**config.mk**
```make
export PLATFORM = sky130hd
export DESIGN_NAME = pwr_switch_ctrl_flat
export DESIGN_NICKNAME = d
export VERILOG_FILES = /design/src/source/obi_pkg.sv /design/src/source/pwr_pkg.sv /design/src/source/obi_if.sv /design/src/source/pwr_switch_ctrl.sv /design/src/flat_wrapper.sv
export VERILOG_INCLUDE_DIRS = /design/src /design/src/source
export SDC_FILE = /design/constraint.sdc
export NUM_CORES = 1
export LEC_CHECK = 0
export BUFFER_PORTS_ARGS = -buffer_cell sky130_fd_sc_hd__clkbuf_2
export CORE_MARGIN = 10
export CORE_UTILIZATION = 42
export CTS_CLUSTER_DIAMETER = 40
export CTS_CLUSTER_SIZE = 8
export DETAILED_ROUTE_END_ITERATION = 10
export GPL_ROUTABILITY_DRIVEN = 0
export GPL_TIMING_DRIVEN = 1
export PLACE_DENSITY = 0.74
export SLEW_MARGIN = 25
export SYNTH_ARGS = -nofsm -noshare
export SYNTH_HDL_FRONTEND = slang
export SYNTH_SLANG_ARGS = --single-unit
```
**constraint.sdc**
```tcl
create_clock -name clk_i -period 2.3 [get_ports clk_i]
set_input_delay 0.115 -clock clk_i [delete_from_list [all_inputs] [get_ports clk_i]]
set_output_delay 0.115 -clock clk_i [all_outputs]
set_load 0.005 [all_outputs]
```
**src/source/xbus_defines.svh**
```systemverilog
// ------------------------------------------------------------
// external bus address map, memory size and power-switch timing
// ------------------------------------------------------------
`ifndef XBUS_DEFINES_SVH
`define XBUS_DEFINES_SVH

// slow memory window, size in 32-bit words
`define XBUS_MEM_BASE 32'h0000_0000
`define XBUS_MEM_WORDS 32'd4096

// power-switch register window
`define XBUS_PWR_BASE 32'h0001_0000
`define XBUS_PWR_SIZE 32'h0000_0010

// extra latency FIFO in front of the memory
`define XBUS_FIFO_DEPTH 32'd2

// switchable domains and emulated switch-cell delay in cycles
`define XBUS_NUM_DOMAINS 32'd4
`define XBUS_ACK_LATENCY 32'd15

`endif

```
**src/source/obi_pkg.sv**
```systemverilog
// ------------------------------------------------------------
// bus types for the external request/grant/rvalid bus
// ------------------------------------------------------------
package obi_pkg;

  // byte address and data word
  typedef logic [31:0] addr_t;
  typedef logic [31:0] data_t;

  // one enable per byte lane
  typedef logic [3:0] be_t;

  // decoded subordinate of a request
  typedef enum logic [1:0] {
    TGT_MEM  = 2'd0,
    TGT_PWR  = 2'd1,
    TGT_NONE = 2'd2
  } tgt_e;

endpackage

```
**src/source/pwr_pkg.sv**
```systemverilog
// ------------------------------------------------------------
// power-domain vector and switch register offsets
// ------------------------------------------------------------
`include "xbus_defines.svh"

package pwr_pkg;

  // one active-low bit per domain, 1 means switched off
  typedef logic [`XBUS_NUM_DOMAINS-1:0] dom_vec_t;

  // byte offsets within the power register window
  typedef enum logic [31:0] {
    PWR_SWITCH = 32'h0000_0000,
    PWR_ACK    = 32'h0000_0004
  } pwr_reg_e;

endpackage

```
**src/source/obi_if.sv**
```systemverilog
// ------------------------------------------------------------
// request/grant/rvalid bus between the demux and a subordinate
// ------------------------------------------------------------
`timescale 1ns/100ps

interface obi_if;

  // request channel
  logic           req;
  logic           we;
  obi_pkg::be_t   be;
  obi_pkg::addr_t addr;
  obi_pkg::data_t wdata;

  // grant and response channel
  logic           gnt;
  logic           rvalid;
  obi_pkg::data_t rdata;

  modport manager (
    output req, we, be, addr, wdata,
    input  gnt, rvalid, rdata
  );

  modport subordinate (
    input  req, we, be, addr, wdata,
    output gnt, rvalid, rdata
  );

endinterface

```
**src/source/pwr_switch_ctrl.sv**
```systemverilog
// ------------------------------------------------------------
// power-switch register block with emulated switch-cell
// acknowledge delay
// ------------------------------------------------------------
`timescale 1ns/100ps

`include "xbus_defines.svh"

module pwr_switch_ctrl (
  input  logic              clk_i,
  input  logic              arst_n_i,
  obi_if.subordinate        bus,
  output pwr_pkg::dom_vec_t switch_n_o,
  output pwr_pkg::dom_vec_t ack_n_o
);

  localparam int unsigned LAT = `XBUS_ACK_LATENCY;

  pwr_pkg::dom_vec_t switch_q;
  pwr_pkg::dom_vec_t dly_q [LAT];
  obi_pkg::addr_t    offset;
  logic              accept;
  logic              rvalid_q;
  obi_pkg::data_t    rdata_q;

  // register accesses never stall
  assign bus.gnt    = 1'b1;
  assign accept     = bus.req;
  assign offset     = bus.addr - `XBUS_PWR_BASE;
  assign bus.rvalid = rvalid_q;
  assign bus.rdata  = rdata_q;

  assign switch_n_o = switch_q;
  assign ack_n_o    = dly_q[LAT-1];

  always_ff @(posedge clk_i or negedge arst_n_i) begin
    if (!arst_n_i) begin
      // every domain starts switched off
      switch_q <= '1;
      rvalid_q <= 1'b0;
      for (int i = 0; i < LAT; i++) begin
        dly_q[i] <= '1;
      end
    end else begin
      rvalid_q <= accept;
      if (accept && bus.we && (offset == pwr_pkg::PWR_SWITCH)) begin
        switch_q <= bus.wdata[`XBUS_NUM_DOMAINS-1:0];
      end
      // switch cells answer LAT cycles after the request level
      dly_q[0] <= switch_q;
      for (int i = 1; i < LAT; i++) begin
        dly_q[i] <= dly_q[i-1];
      end
    end
  end

  always_ff @(posedge clk_i) begin
    if (accept) begin
      if (bus.we) begin
        rdata_q <= '0;
      end else begin
        case (offset)
          pwr_pkg::PWR_SWITCH: rdata_q <= obi_pkg::data_t'(switch_q);
          pwr_pkg::PWR_ACK:    rdata_q <= obi_pkg::data_t'(dly_q[LAT-1]);
          default:             rdata_q <= '0;
        endcase
      end
    end
  end

endmodule

```
**src/flat_wrapper.sv**
```systemverilog
// flat-port wrapper written by rule: the top's interface ports become plain ports
module pwr_switch_ctrl_flat 
  (clk_i, arst_n_i, switch_n_o, ack_n_o, bus_req, bus_we, bus_be, bus_addr, bus_wdata, bus_gnt, bus_rvalid, bus_rdata);
  obi_if bus_i ();
  input  logic clk_i;
  input  logic arst_n_i;
  output pwr_pkg::dom_vec_t switch_n_o;
  output pwr_pkg::dom_vec_t ack_n_o;
  input wire logic [$bits(bus_i.req)-1:0] bus_req;
  input wire logic [$bits(bus_i.we)-1:0] bus_we;
  input wire logic [$bits(bus_i.be)-1:0] bus_be;
  input wire logic [$bits(bus_i.addr)-1:0] bus_addr;
  input wire logic [$bits(bus_i.wdata)-1:0] bus_wdata;
  output wire logic [$bits(bus_i.gnt)-1:0] bus_gnt;
  output wire logic [$bits(bus_i.rvalid)-1:0] bus_rvalid;
  output wire logic [$bits(bus_i.rdata)-1:0] bus_rdata;
  assign bus_i.req = bus_req;
  assign bus_i.we = bus_we;
  assign bus_i.be = bus_be;
  assign bus_i.addr = bus_addr;
  assign bus_i.wdata = bus_wdata;
  assign bus_gnt = bus_i.gnt;
  assign bus_rvalid = bus_i.rvalid;
  assign bus_rdata = bus_i.rdata;
  pwr_switch_ctrl u_core (.clk_i(clk_i), .arst_n_i(arst_n_i), .bus(bus_i), .switch_n_o(switch_n_o), .ack_n_o(ack_n_o));
endmodule
```
* Word level (Yosys, flattened, before mapping)
Index checks and enable logic that the tools add are counted.
W data, S select, Z words.
** Storage, ports and cells
- Register bits after elaboration :: 97
- Input port bits :: 72
- Logic and storage cells :: 24
** Cells by class
- $add $sub $neg :: 1
- Equal/unequal tests :: 1
- Mux-type cells :: 1
- Reduce and logical (&&, ||, !) cells :: 3
** Operators with widths (number)
- $eq A32 B3 Y1 const B :: 1
- $logic_not A32 Y1 :: 1
- $sub A32 B17 Y32 const B :: 1
- $pmux W4 S2 :: 1
- $logic_and A1 B1 Y1 :: 2

* Longest topological paths before layout
- Depth in word-level cells :: 3
- Mapped depth :: 4

* Least setup slack after synthesis
Ideal clock, no wire load.
- Kind :: input port to flip-flop
- Start :: input bus_addr[20]
- End :: register u_core.switch_q[0], in the netlist u_core.switch_n_o[0]
- Library setup time :: 0.082 ns
- Arrival :: 1.225 ns
- Required time :: 2.218 ns
- Slack :: 0.993 ns
- Stages on the path :: 4
- Buffers on the path :: 0
- Path through :: nor4b_1 nand4_1 nor4_4 mux2_2
** On the way
- Longest elaborated chain between the ends :: 3
** RTL lines
- from (decl) :: RTL line flat_wrapper.sv:12 : input wire logic [$bits(bus_i.addr)-1:0] bus_addr;
- $sub A32 B17 Y32 (no line)
- $logic_not A32 Y1 :: RTL line pwr_switch_ctrl.sv:46 : if (accept && bus.we && (offset == pwr_pkg::PWR_SWITCH)) begin
- $logic_and A1 B1 Y1 :: RTL line pwr_switch_ctrl.sv:46
- to (signal assigned) :: RTL line pwr_switch_ctrl.sv:47 : switch_q <= bus.wdata[`XBUS_NUM_DOMAINS-1:0];
- to (decl) :: RTL line pwr_switch_ctrl.sv:19 : pwr_pkg::dom_vec_t switch_q;
Every way passes these cells.
A chain may end at the register's enable or synchronous reset.

* Worst setup path after layout
- Start :: input bus_req
- End :: register u_core.switch_q[0], in the netlist u_core.switch_n_o[0]
** On the way
- Longest elaborated chain between the ends :: 2
** RTL lines
- from (decl) :: RTL line flat_wrapper.sv:9 : input wire logic [$bits(bus_i.req)-1:0] bus_req;
- $logic_and A1 B1 Y1 (2 in a row) :: RTL line pwr_switch_ctrl.sv:46
Every way passes these cells.

==> impl_results.md <==
* CP Buf/Inv Count at 2
* 1st-pass router iterations at 4
* CTS clk-pin slew, worst paths at 0.06 ns
* Starting utilization of the core area at 42.94%
* Height of the die at 94.80 um
* Synth-to-Final Area Change at 18.85%
* DRC viols at 0
* LEAKAGE at 1.203 nW
* Post-route cell area at 0.002793 mm2
* Worst Setup End Kind: flip-flop
* Worst path max stage delay at 0.52 ns
* Dominant synthesized flop cell: dfstp_2
* Slew Limit Fails at 0
* Slew Limit Headroom at 50.39%
* TritonCTS clock tree: built
* Hold slack at 0.01898 ns
* Crit path time final at 1.474 ns
* Post-cts repair resize count at 0
* FP Rows at 27
* Antenna violations before repair at 0
* Via count at 1236
* DR iter-0 viols at 57
* Die area at 0.008986 mm2
* Crit Path Class: input port to flip-flop
* Vias per Instance at 4.462
* Startpoint types: input port
* Number of global-route vias before repair at 1303
* Status: finished clean
* Finished Layout Cells at 277
* Top cells by count, synth: dfstp_2 (64), buf_4 (33), nor4_1 (16)
* DRT Wirelength at 4250 um
* Cell family with most CP delay: buffers and inverters
* Fin nets at 272
* CP arrival at 1.73 ns
* IO Count at 114
* Setup TNS at 0 ns
* Post-synth EDFFs at 4
* Leading area contributor after synthesis: dfstp_2
* GRT Util Overall at 9.473%
* Max-cap violations at 0
* Seq/Total Area, Yosys at 77.74%
* Post-DP HPWL at 3136 um
* Sink Count at 69
* Post-synth top area share at 71.57%
* Synth area leaders: dfstp_2 (72%), buf_4 (11%), edfxtp_1 (5.1%), nor4_1 (4.3%), mux2_2 (1.9%)
* Critical path peak fanout at 6
* Mapped cell area at 0.002350 mm2
* Synth cell types at 14
* Power per cell area at 819.5 mW/mm2
* Worst-Skew Late Latency at 0.33 ns
* Hold-fix buffers, CTS at 3
* Grt ovf at 0
* First-pass GRT wire length at 6341 um
* Placed instance count at 257
* Port bufs at 52
* Req. time, crit path at 2.56 ns
* Syn Inst Count at 139
* RSZ-0062 raised after global routing: false
* Peak supply drop at 0.0004855 V
* Seq cells post-synth at 69
* Drt wl/cell at 15.34 um
* Post-route ant nets at 0
* Core ar. at 0.005473 mm2
* Worst path slowest cell: dlygate4sd3_1
* Most common cell in the netlist: dfstp_2
* H-tree depth at 3
* Async set-or-reset flop fraction in the synthesized netlist at 94.20%
* Chip width at 94.80 um
* HP Class: input port to flip-flop
* Final Hold Viols at 0
* Final worst-path cycle share at 64.10%
* Total power at 2.289 mW
* Setup Buffers After CTS at 0
* Clock Skew at 0.009418 ns
* # diodes at 0
* Placed inst area at 0.002556 mm2
* Synth warnings at 0
* CTS root buffer: clkbuf_8
* Cells along the critical path: dlygate4sd3_1 > clkbuf_2 > nand2_1 > nor4_4 > mux2_2
* Worst-case clock buffer depth at 2
* Setup Viol. Count Final at 0
* TritonCTS Buffers at 9
* Synth Area per Inst at 16.90 um2
* Least-Margin Pin Slew at 0.7441 ns
* Share of cells above drive strength 1 at 65.37%
* Largest net degree at the start of global routing at 66
* Peak Freq at 678.3 MHz
[area by class of cell]
cell class / count / area (um2)
sequential: 69 / 1827
clock inverter: 1 / 30.03
fill: 464 / 2680
tap: 72 / 90.09
multi-input combinational: 63 / 371.6
timing repair buffer: 57 / 307.8
clock buffer: 15 / 166.4
[sequential cells by signal, indices dropped and copies added, names as in the netlist]
register	cells
u_core.dly_q	56
u_core.switch_n_o	4
u_core.bus.rdata	4
u_core.bus.rvalid	1
u_core.ack_n_o	4
[power breakdown]
part / switching [mW] / internal (mW) / total [mW]
registers: 0.00113 / 1.23 / 1.23
clock network: 0.392 / 0.562 / 0.955
logic: 0.0616 / 0.0374 / 0.0991
[cells by family after synthesis]
| logic type | count (synthesis) | share of synthesized area (%) |
|---|---|---|
| simple gates | 26 | 7.561 |
| other cells | 2 | 0.3196 |
| mux | 8 | 3.621 |
| buf+inv | 34 | 10.76 |
| flops | 69 | 77.74 |
[routing by layer]
metal / share of wire [%] / wire, um / track usage, %
met5: 0 / 0 / 0
met3: 11 / 470 / 5.393
met4: 1.3 / 55 / 4.489
met2: 49 / 2093 / 13.90
met1: 38 / 1632 / 10.98
[worst paths after layout]
kind	from	slack, ns	cells after the start	end
setup / recovery	bus_req	0.83	5	u_core.switch_n_o[0]
hold / removal	bus_wdata[0]	0.02	2	u_core.switch_n_o[0]
setup reg to reg	u_core.switch_n_o[3]	1.24	2	u_core.bus.rdata[3]
hold reg to reg	u_core.dly_q[7]	0.34	0	u_core.ack_n_o[3]
max in group asynchronous	arst_n_i	1.36	3	u_core.bus.rvalid
min in group asynchronous	arst_n_i	0.48	3	u_core.bus.rvalid
[stage by stage]
stage | utilization (%) | setup WS (ns)
5_1_grt | 51.03 | 0.7254
3_5_place_dp | 46.71 | 0.6749
2_1_floorplan | - | 0.9925
3_3_place_gp | 46.71 | 0.7037
6_report | 51.03 | 0.8257
4_1_cts | 50.85 | 0.7999
[cell usage in the layout (no fill, tap or decap)]
cell type       n
dfrtp_1         1
nor4_1         16
bufinv_16       1
edfxtp_1        4
clkbuf_2       52
dfstp_2        64
clkbuf_1        4
nor4b_1         2
nand4_1         4
clkbuf_8       11
nand2_1         1
mux2i_1         4
conb_1         29
dlygate4sd3_1   4
nor3_1          2
nor4_4          1
mux2_2          4
buf_4           1
Note: power is estimated with default switching activity, not from simulation.
