**src/source/xbus_defines.svh**
```systemverilog
// ------------------------------------------------------------
// external bus address map, memory size and power-switch timing
// ------------------------------------------------------------
`ifndef XBUS_DEFINES_SVH
`define XBUS_DEFINES_SVH

// slow memory window, size in 32-bit words
`define XBUS_MEM_BASE 32'h0000_0000
`define XBUS_MEM_WORDS 32'd4096

// power-switch register window
`define XBUS_PWR_BASE 32'h0001_0000
`define XBUS_PWR_SIZE 32'h0000_0010

// extra latency FIFO in front of the memory
`define XBUS_FIFO_DEPTH 32'd2

// switchable domains and emulated switch-cell delay in cycles
`define XBUS_NUM_DOMAINS 32'd4
`define XBUS_ACK_LATENCY 32'd15

`endif

```
**src/source/obi_pkg.sv**
```systemverilog
// ------------------------------------------------------------
// bus types for the external request/grant/rvalid bus
// ------------------------------------------------------------
package obi_pkg;

  // byte address and data word
  typedef logic [31:0] addr_t;
  typedef logic [31:0] data_t;

  // one enable per byte lane
  typedef logic [3:0] be_t;

  // decoded subordinate of a request
  typedef enum logic [1:0] {
    TGT_MEM  = 2'd0,
    TGT_PWR  = 2'd1,
    TGT_NONE = 2'd2
  } tgt_e;

endpackage

```
**src/source/obi_if.sv**
```systemverilog
// ------------------------------------------------------------
// request/grant/rvalid bus between the demux and a subordinate
// ------------------------------------------------------------
`timescale 1ns/100ps

interface obi_if;

  // request channel
  logic           req;
  logic           we;
  obi_pkg::be_t   be;
  obi_pkg::addr_t addr;
  obi_pkg::data_t wdata;

  // grant and response channel
  logic           gnt;
  logic           rvalid;
  obi_pkg::data_t rdata;

  modport manager (
    output req, we, be, addr, wdata,
    input  gnt, rvalid, rdata
  );

  modport subordinate (
    input  req, we, be, addr, wdata,
    output gnt, rvalid, rdata
  );

endinterface

```
**src/source/ext_bus_demux.sv**
```systemverilog
// ------------------------------------------------------------
// external bus demux: address decode, in-order grant gating
// and response merge for memory, power registers and holes
// ------------------------------------------------------------
`timescale 1ns/100ps

`include "xbus_defines.svh"

module ext_bus_demux (
  input  logic           clk_i,
  input  logic           arst_n_i,
  input  logic           req_i,
  input  logic           we_i,
  input  obi_pkg::be_t   be_i,
  input  obi_pkg::addr_t addr_i,
  input  obi_pkg::data_t wdata_i,
  output logic           gnt_o,
  output logic           rvalid_o,
  output obi_pkg::data_t rdata_o,
  obi_if.manager         mem_bus,
  obi_if.manager         pwr_bus
);

  // enough room for a full FIFO plus the read stage behind it
  localparam int unsigned CNT_W = $clog2(`XBUS_FIFO_DEPTH + 2) + 1;

  obi_pkg::tgt_e    tgt;
  obi_pkg::tgt_e    out_tgt_q;
  logic [CNT_W-1:0] out_cnt_q;
  obi_pkg::addr_t   mem_off;
  obi_pkg::addr_t   pwr_off;
  logic             may_issue;
  logic             sel_gnt;
  logic             accept;
  logic             none_rvalid_q;

  // window offsets wrap below the base, so one compare covers both bounds
  assign mem_off = addr_i - `XBUS_MEM_BASE;
  assign pwr_off = addr_i - `XBUS_PWR_BASE;

  always_comb begin
    if (mem_off < (`XBUS_MEM_WORDS * 32'd4)) begin
      tgt = obi_pkg::TGT_MEM;
    end else if (pwr_off < `XBUS_PWR_SIZE) begin
      tgt = obi_pkg::TGT_PWR;
    end else begin
      tgt = obi_pkg::TGT_NONE;
    end
  end

  // only stack up requests behind responses from the same target
  assign may_issue = (out_cnt_q == '0) || (out_tgt_q == tgt);

  always_comb begin
    case (tgt)
      obi_pkg::TGT_MEM: sel_gnt = mem_bus.gnt;
      obi_pkg::TGT_PWR: sel_gnt = pwr_bus.gnt;
      default:          sel_gnt = 1'b1;
    endcase
  end

  assign gnt_o  = req_i && may_issue && sel_gnt;
  assign accept = gnt_o;

  // request fan-out, req itself is steered and gated
  assign mem_bus.req   = req_i && may_issue && (tgt == obi_pkg::TGT_MEM);
  assign mem_bus.we    = we_i;
  assign mem_bus.be    = be_i;
  assign mem_bus.addr  = addr_i;
  assign mem_bus.wdata = wdata_i;

  assign pwr_bus.req   = req_i && may_issue && (tgt == obi_pkg::TGT_PWR);
  assign pwr_bus.we    = we_i;
  assign pwr_bus.be    = be_i;
  assign pwr_bus.addr  = addr_i;
  assign pwr_bus.wdata = wdata_i;

  // at most one source is valid per cycle thanks to the grant gating
  assign rvalid_o = mem_bus.rvalid | pwr_bus.rvalid | none_rvalid_q;

  always_comb begin
    if (mem_bus.rvalid) begin
      rdata_o = mem_bus.rdata;
    end else if (pwr_bus.rvalid) begin
      rdata_o = pwr_bus.rdata;
    end else begin
      rdata_o = '0;
    end
  end

  always_ff @(posedge clk_i or negedge arst_n_i) begin
    if (!arst_n_i) begin
      out_cnt_q     <= '0;
      out_tgt_q     <= obi_pkg::TGT_NONE;
      none_rvalid_q <= 1'b0;
    end else begin
      // unmapped access answers itself one cycle later with zero
      none_rvalid_q <= accept && (tgt == obi_pkg::TGT_NONE);
      if (accept) begin
        out_tgt_q <= tgt;
      end
      unique case ({accept, rvalid_o})
        2'b10:   out_cnt_q <= out_cnt_q + 1'b1;
        2'b01:   out_cnt_q <= out_cnt_q - 1'b1;
        default: out_cnt_q <= out_cnt_q;
      endcase
    end
  end

endmodule

```
**src/flat_wrapper.sv**
```systemverilog
// flat-port wrapper written by rule: the top's interface ports become plain ports
module ext_bus_demux_flat 
  (clk_i, arst_n_i, req_i, we_i, be_i, addr_i, wdata_i, gnt_o, rvalid_o, rdata_o, mem_bus_req, mem_bus_we, mem_bus_be, mem_bus_addr, mem_bus_wdata, mem_bus_gnt, mem_bus_rvalid, mem_bus_rdata, pwr_bus_req, pwr_bus_we, pwr_bus_be, pwr_bus_addr, pwr_bus_wdata, pwr_bus_gnt, pwr_bus_rvalid, pwr_bus_rdata);
  obi_if mem_bus_i ();
  obi_if pwr_bus_i ();
  input  logic clk_i;
  input  logic arst_n_i;
  input  logic req_i;
  input  logic we_i;
  input  obi_pkg::be_t be_i;
  input  obi_pkg::addr_t addr_i;
  input  obi_pkg::data_t wdata_i;
  output logic gnt_o;
  output logic rvalid_o;
  output obi_pkg::data_t rdata_o;
  output wire logic [$bits(mem_bus_i.req)-1:0] mem_bus_req;
  output wire logic [$bits(mem_bus_i.we)-1:0] mem_bus_we;
  output wire logic [$bits(mem_bus_i.be)-1:0] mem_bus_be;
  output wire logic [$bits(mem_bus_i.addr)-1:0] mem_bus_addr;
  output wire logic [$bits(mem_bus_i.wdata)-1:0] mem_bus_wdata;
  input wire logic [$bits(mem_bus_i.gnt)-1:0] mem_bus_gnt;
  input wire logic [$bits(mem_bus_i.rvalid)-1:0] mem_bus_rvalid;
  input wire logic [$bits(mem_bus_i.rdata)-1:0] mem_bus_rdata;
  output wire logic [$bits(pwr_bus_i.req)-1:0] pwr_bus_req;
  output wire logic [$bits(pwr_bus_i.we)-1:0] pwr_bus_we;
  output wire logic [$bits(pwr_bus_i.be)-1:0] pwr_bus_be;
  output wire logic [$bits(pwr_bus_i.addr)-1:0] pwr_bus_addr;
  output wire logic [$bits(pwr_bus_i.wdata)-1:0] pwr_bus_wdata;
  input wire logic [$bits(pwr_bus_i.gnt)-1:0] pwr_bus_gnt;
  input wire logic [$bits(pwr_bus_i.rvalid)-1:0] pwr_bus_rvalid;
  input wire logic [$bits(pwr_bus_i.rdata)-1:0] pwr_bus_rdata;
  assign mem_bus_req = mem_bus_i.req;
  assign mem_bus_we = mem_bus_i.we;
  assign mem_bus_be = mem_bus_i.be;
  assign mem_bus_addr = mem_bus_i.addr;
  assign mem_bus_wdata = mem_bus_i.wdata;
  assign mem_bus_i.gnt = mem_bus_gnt;
  assign mem_bus_i.rvalid = mem_bus_rvalid;
  assign mem_bus_i.rdata = mem_bus_rdata;
  assign pwr_bus_req = pwr_bus_i.req;
  assign pwr_bus_we = pwr_bus_i.we;
  assign pwr_bus_be = pwr_bus_i.be;
  assign pwr_bus_addr = pwr_bus_i.addr;
  assign pwr_bus_wdata = pwr_bus_i.wdata;
  assign pwr_bus_i.gnt = pwr_bus_gnt;
  assign pwr_bus_i.rvalid = pwr_bus_rvalid;
  assign pwr_bus_i.rdata = pwr_bus_rdata;
  ext_bus_demux u_core (.clk_i(clk_i), .arst_n_i(arst_n_i), .req_i(req_i), .we_i(we_i), .be_i(be_i), .addr_i(addr_i), .wdata_i(wdata_i), .gnt_o(gnt_o), .rvalid_o(rvalid_o), .rdata_o(rdata_o), .mem_bus(mem_bus_i), .pwr_bus(pwr_bus_i));
endmodule
```
**config.mk**
```make
export PLATFORM = sky130hd
export DESIGN_NAME = ext_bus_demux_flat
export DESIGN_NICKNAME = d
export VERILOG_FILES = /design/src/source/obi_pkg.sv /design/src/source/obi_if.sv /design/src/source/ext_bus_demux.sv /design/src/flat_wrapper.sv
export VERILOG_INCLUDE_DIRS = /design/src /design/src/source
export SDC_FILE = /design/constraint.sdc
export NUM_CORES = 1
export LEC_CHECK = 0
export BUFFER_PORTS_ARGS = -buffer_cell sky130_fd_sc_hd__buf_2
export CORE_AREA = 2 2 122 124
export DETAILED_ROUTE_END_ITERATION = 12
export DIE_AREA = 0 0 124 126
export SLEW_MARGIN = 15
export SYNTH_ARGS = -nofsm -noshare
export SYNTH_HDL_FRONTEND = slang
export SYNTH_SLANG_ARGS = --single-unit
```
**constraint.sdc**
```tcl
create_clock -name clk_i -period 8.1 [get_ports clk_i]
set_clock_uncertainty 0.1 [all_clocks]
set_input_delay 1.62 -clock clk_i [delete_from_list [all_inputs] [get_ports clk_i]]
set_output_delay 1.62 -clock clk_i [all_outputs]
set_load 0.05 [all_outputs]
```
# Word-level counts from Yosys, hierarchy flattened
# Index checks and enable logic that the tools add are counted.
# word_totals
register_bits,6
inputBits,140
# classes
addsub,3
order_cmp,2
eq_ne,5
n_mux,6
bitwise_logic,2
reduce_logical,9
# ops
cell,count
$mux W32,2
$lt A32 B15 Y1 const B,1
$lt A32 B5 Y1 const B,1
$sub A32 B17 Y32 const B,1
$pmux W3 S2,1
$logic_and A1 B1 Y1,5
$eq A2 B1 Y1 const B,2
$eq A2 B2 Y1 const B,2
$mux W2,2
$add A3 B1 Y3 const B,1
$logic_not A3 Y1,1
$sub A3 B1 Y3 const B,1
$eq A2 B2 Y1,1
$logic_not A2 Y1,1
$or A1 B1 Y1,2
$pmux W1 S2,1
$reduce_bool A2 Y1,1
$logic_or A1 B1 Y1,1

# Longest topological paths before layout
# logic_depth
word_depth,10
depth_mapped,12
depth_no_buf,11

# Worst setup path before layout
# OpenSTA, ideal clock, no wires.
# synth_timing
path_type,input to output
from,input port addr_i[25]
to,output port gnt_o
arrival_ps,4032
setup_slack_ps,2348
cell_stages,6
path_buffers,1
cell_sequence,nor4_2 -> nand4_2 -> or4_1 -> and3_1 -> buf_6 -> nor3_1
# synth_between
elab_chain_len,8
word_cells_on_any_way,12
# synth_rtl
element,line,rtl
"start, declared",flat_wrapper.sv:11,input obi_pkg::addr_t addr_i;
$sub A32 B17 Y32 (no line),-,
$lt A32 B5 Y1 (no line),-,
$mux W2,ext_bus_demux.sv:44,end else if (pwr_off < `XBUS_PWR_SIZE) begin
$mux W2 *,ext_bus_demux.sv:42,if (mem_off < (`XBUS_MEM_WORDS * 32'd4)) begin
branches (longest 3 deep; another with $eq A2 B1 Y1),-,
$logic_and A1 B1 Y1 *,ext_bus_demux.sv:62,assign gnt_o = req_i && may_issue && sel_gnt;
"end, declared",flat_wrapper.sv:13,output logic gnt_o;
# Every way passes the cells marked *.

# Worst setup path in the final report
# layout_timing
from,input port addr_i[23]
to,output port gnt_o
# Same word-level chain as after synthesis.

==> results.md <==
| Step | Metric | Value |
|:---|:---|:---|
| clocking | Maximum buffer depth of the clock tree | 2 |
| timing | Worst slew pin tran | 632 ps |
| clocking | Number of buffers created by CTS | 3 |
| synth | Sequential share of the synthesized area | 7.96% |
| timing | Least setup slack across all paths after layout | 2690 ps |
| timing | Max Transition Viols Final | 0 |
| power | P_sw | 0.000215 W |
| die | Top Ports | 314 |
| run | Max-Cap Viols | 0 |
| die | Die height | 126 um |
| worst setup path | Most used cell along the critical path | sky130_fd_sc_hd__buf_2 |
| power | Int Pwr | 0.000201 W |
| timing | Setup repair after global routing missed its margin | false |
| placed design | # placed instances | 465 |
| cells and area | Proportion of layout cells with a drive suffix above 1 | 71.2% |
| synth | Synthesized Nets | 379 |
| run status | Result of the run | finished, final reports clean |
| power | Sw frac | 51.7% |
| clocking | Post-cts resize count | 0 |
| placed design | Port Buffers | 190 |
| worst setup path | Maximum fanout along the worst path | 8 |
| timing | Total Negative Setup Slacks | 0 ps |
| global routing | Overall overflow remaining after global route | 0 |
| cells and area | Finished Cell Area | 2090 um2 |
| placed design | Placed Instance Area | 2020 um2 |
| cells and area | Number of filler cells placed in the layout | 1,666 |
| route | Final Routed Wirelength | 6.99 mm |
| global routing | Total GRT Usage | 7.57% |
| synth | Ranking of synthesized cells by instance count | sky130_fd_sc_hd__buf_4 (138), sky130_fd_sc_hd__a22o_1 (32), sky130_fd_sc_hd__clkbuf_1 (8), sky130_fd_sc_hd__dfrtp_1 (5), sky130_fd_sc_hd__inv_1 (5) |
| placed design | Weighted congestion reported at the end of routability-driven placement | 0.830 |
| clocking | Clock root cell | sky130_fd_sc_hd__clkbuf_16 |
| die | Core Area | 14,300 um2 |
| die | Starting density of the core | 13.3% |
| synth | Post-synthesis instance total | 237 |
| clocking | CTS tree | yes |
| clocking | Clock input transition at the sequential cells of the worst setup and hold paths | 40 ps |
| route | Remaining number of nets flagged by the antenna check after routing | 0 |
| route | DRC violations left | 0 |
| timing | Final setup viols | 0 |
| synth | Per-instance average area after synthesis | 8.02 um2 |
| worst setup path | Critical setup path kind | in -> out |
| route | First-iteration detailed-routing DRC count | 31 |
| synth | Leading cell type by number of instances after synthesis | sky130_fd_sc_hd__buf_4 |
| cells and area | Register area | 151 um2 |
| synth | Share of the synthesized area in the top cell type | 54.5% |
| clocking | Post-CTS setup-driven buffer insertion count | 0 |
| global routing | Maximum number of pins on one net before global-route repair | 35 |
| global routing | Antenna violations before repair | 0 |
| worst setup path | Critical Path Slowest Stage Cell | sky130_fd_sc_hd__or4_1 |
| worst setup path | Required time worst endpoint | 6380 ps |
| cells and area | Area growth from synthesis to layout | 10.1% |
| cells and area | Count of non-filler cells in the finished layout | 469 |
| timing | Final hold violations | 0 |
| route | First-pass iteration count of the detailed router | 4 |
| placed design | Pre-CTS worst setup slack | 2610 ps |
| synth | Number of flops mapped to enable cells by yosys | 0 |
| power | Sequential share of power | 14.2% |
| global routing | First-pass GRT wire length | 8.67 mm |
| clocking | H-tree depth | 1 |
| clocking | Cts hold-fix bufs | 0 |
| power | Gate power share | 65.9% |
| die | Die ar. | 15,600 um2 |
| synth | Primary FF master, synth | sky130_fd_sc_hd__dfrtp_1 |
| timing | Worst slew slack as a fraction of its limit | 57.8% |
| clocking | Sink count of the clock tree | 6 |
| synth | Yosys warning total | 0 |
| worst setup path | Kind of start point of the critical path | input pin |
| worst setup path | Max stage delay on crit path | 540 ps |
| placed design | Post-DP HPWL | 6.19 mm |
| route | Routed length per instance | 14.9 um |
| power | Areal power density over the cells | 199 nW/um2 |
| synth | Biggest area contributors in the synthesized netlist | sky130_fd_sc_hd__buf_4 (54%), sky130_fd_sc_hd__a22o_1 (15%), sky130_fd_sc_hd__dfrtp_1 (6.6%) |
| route | Ratio of routed vias to standard cells | 3.69 |
| worst setup path | Sort of element at the end of the critical path | output port |
| power | Leakage power summed over all cells | 1.13 nW |
| power | Max rail drop VDD | 0.0965 mV |
| synth | Number of library cell types mapped by synthesis | 39 |
| worst setup path | Ordered cell list for the critical path | buf_2, nor4_2, nand4_2, or4_1, and3_1, nor3_1, buf_2 |
| cells and area | Area occupied by multi-input gates | 657 um2 |
| power | Clock power frac | 19.8% |
| power | Overall power consumption | 0.000416 W |
| synth | Dominant cell type by area after synthesis | sky130_fd_sc_hd__buf_4 |
| die | Floorplan row count | 44 |
| synth | Flops & latches, synth | 6 |
| timing | Maximum clock frequency | 185 MHz |
| worst setup path | Arrival time reported for the critical path endpoint | 3690 ps |
| clocking | Clk_lat worst skew | 230 ps |
| timing | Portion of the clock cycle consumed by the worst path in the final layout | 66.8% |
| min path | Tightest Hold Check Type | reg -> reg |
| synth | Area of the mapped netlist | 1900 um2 |
| cells and area | Number of nets in the layout | 428 |
| global routing | Via count of the first global-routing pass | 1,513 |
| timing | Final period demand of the worst path | 5410 ps |
| route | Via total after detailed routing | 1,731 |
| cells and area | Number of diodes added for antenna fixing | 0 |
| die | Horizontal die dimension | 124 um |
| synth | Proportion of synthesized flip-flops having asynchronous set or reset | 100% |
worst paths after layout:
check | start | to | slack, ps | cells after the start
setup / recovery | addr_i[23] | gnt_o | 2690 | 7
hold / removal | u_core.out_cnt_q[2] | u_core.out_cnt_q[2] | 350 | 1
setup reg to reg | u_core.out_cnt_q[0] | u_core.out_cnt_q[2] | 5140 | 11
hold reg to reg | u_core.out_cnt_q[2] | u_core.out_cnt_q[2] | 350 | 1
max in group asynchronous | arst_n_i | u_core.out_tgt_q[1] | 6560 | 1
min in group asynchronous | arst_n_i | u_core.out_cnt_q[0] | 1120 | 1
power groups by stage:
stage / Combinational, W / Clock, W / Sequential, W
after global placement: 0.000273 / 0 / 0.0000594
final: 0.000274 / 0.0000826 / 0.0000593
after CTS: 0.000277 / 0.0000845 / 0.0000592
after detailed placement: 0.000275 / 0 / 0.0000588
after global routing: 0.000296 / 0.0000872 / 0.0000609
after floorplan: 0.000334 / 0 / 0.0000560
cells by family after synthesis:
| logic type | synth area share, % |
|---|---|
| AND/OR/NAND/NOR | 11.2 |
| XOR/XNOR | 1.84 |
| buffers and inverters | 57.6 |
| AO/OA/AOI/OAI | 18.6 |
| multiplexers | 1.05 |
| adder cells (fa/ha/maj) | 1.71 |
| flip-flops | 7.96 |
layer usage:
metal	global-route usage [%]	part of all wire (%)	wire length, um
met3	3.62	17	1170
met2	13.8	49	3410
met1	7.81	33	2330
met4	1.45	1.1	76
met5	0	0	0
registers in the layout, summed over array words and instances (netlist names):
| name | flops |
|---|---|
| u_core.out_cnt_q | 3 |
| u_core.out_tgt_q | 2 |
| u_core.none_rvalid_q | 1 |
worst max-delay path, delay by kind of cell:
kind / cells / cell delay, ps
buffers and inverters: 2 / 420
and+or+nand+nor: 5 / 1640
placed cells by master (no fill, tap or decap), types with 2 or more instances in the layout:
cell type,Yosys,final
sky130_fd_sc_hd__buf_2,0,190
sky130_fd_sc_hd__a22o_1,32,32
sky130_fd_sc_hd__inv_1,5,5
sky130_fd_sc_hd__dfrtp_1,5,5
sky130_fd_sc_hd__nor4_1,4,4
sky130_fd_sc_hd__nor2_1,4,4
sky130_fd_sc_hd__xor2_1,3,3
sky130_fd_sc_hd__nor3_1,3,3
sky130_fd_sc_hd__clkbuf_16,0,3
sky130_fd_sc_hd__or3_1,2,2
sky130_fd_sc_hd__nand2_1,2,2
sky130_fd_sc_hd__o21ai_0,2,2
sky130_fd_sc_hd__nor4_2,2,2
sky130_fd_sc_hd__mux2i_1,2,2
through the flow:
step           utilization (%)  hold slack (ps)
6_report                  14.6              354
5_1_grt                   14.6              360
4_1_cts                   14.6              358
3_5_place_dp              14.1              352
3_3_place_gp              14.1              350
2_1_floorplan                -              335
final cells by class:
class,count,share of cell area [%]
flip-flops and latches,6,7.23
clock buffers,4,3.76
repair buffers,191,45.8
inverters,5,0.896
well taps,184,11.0
multi-input cells,79,31.4
(Power assumes the default switching activity.)
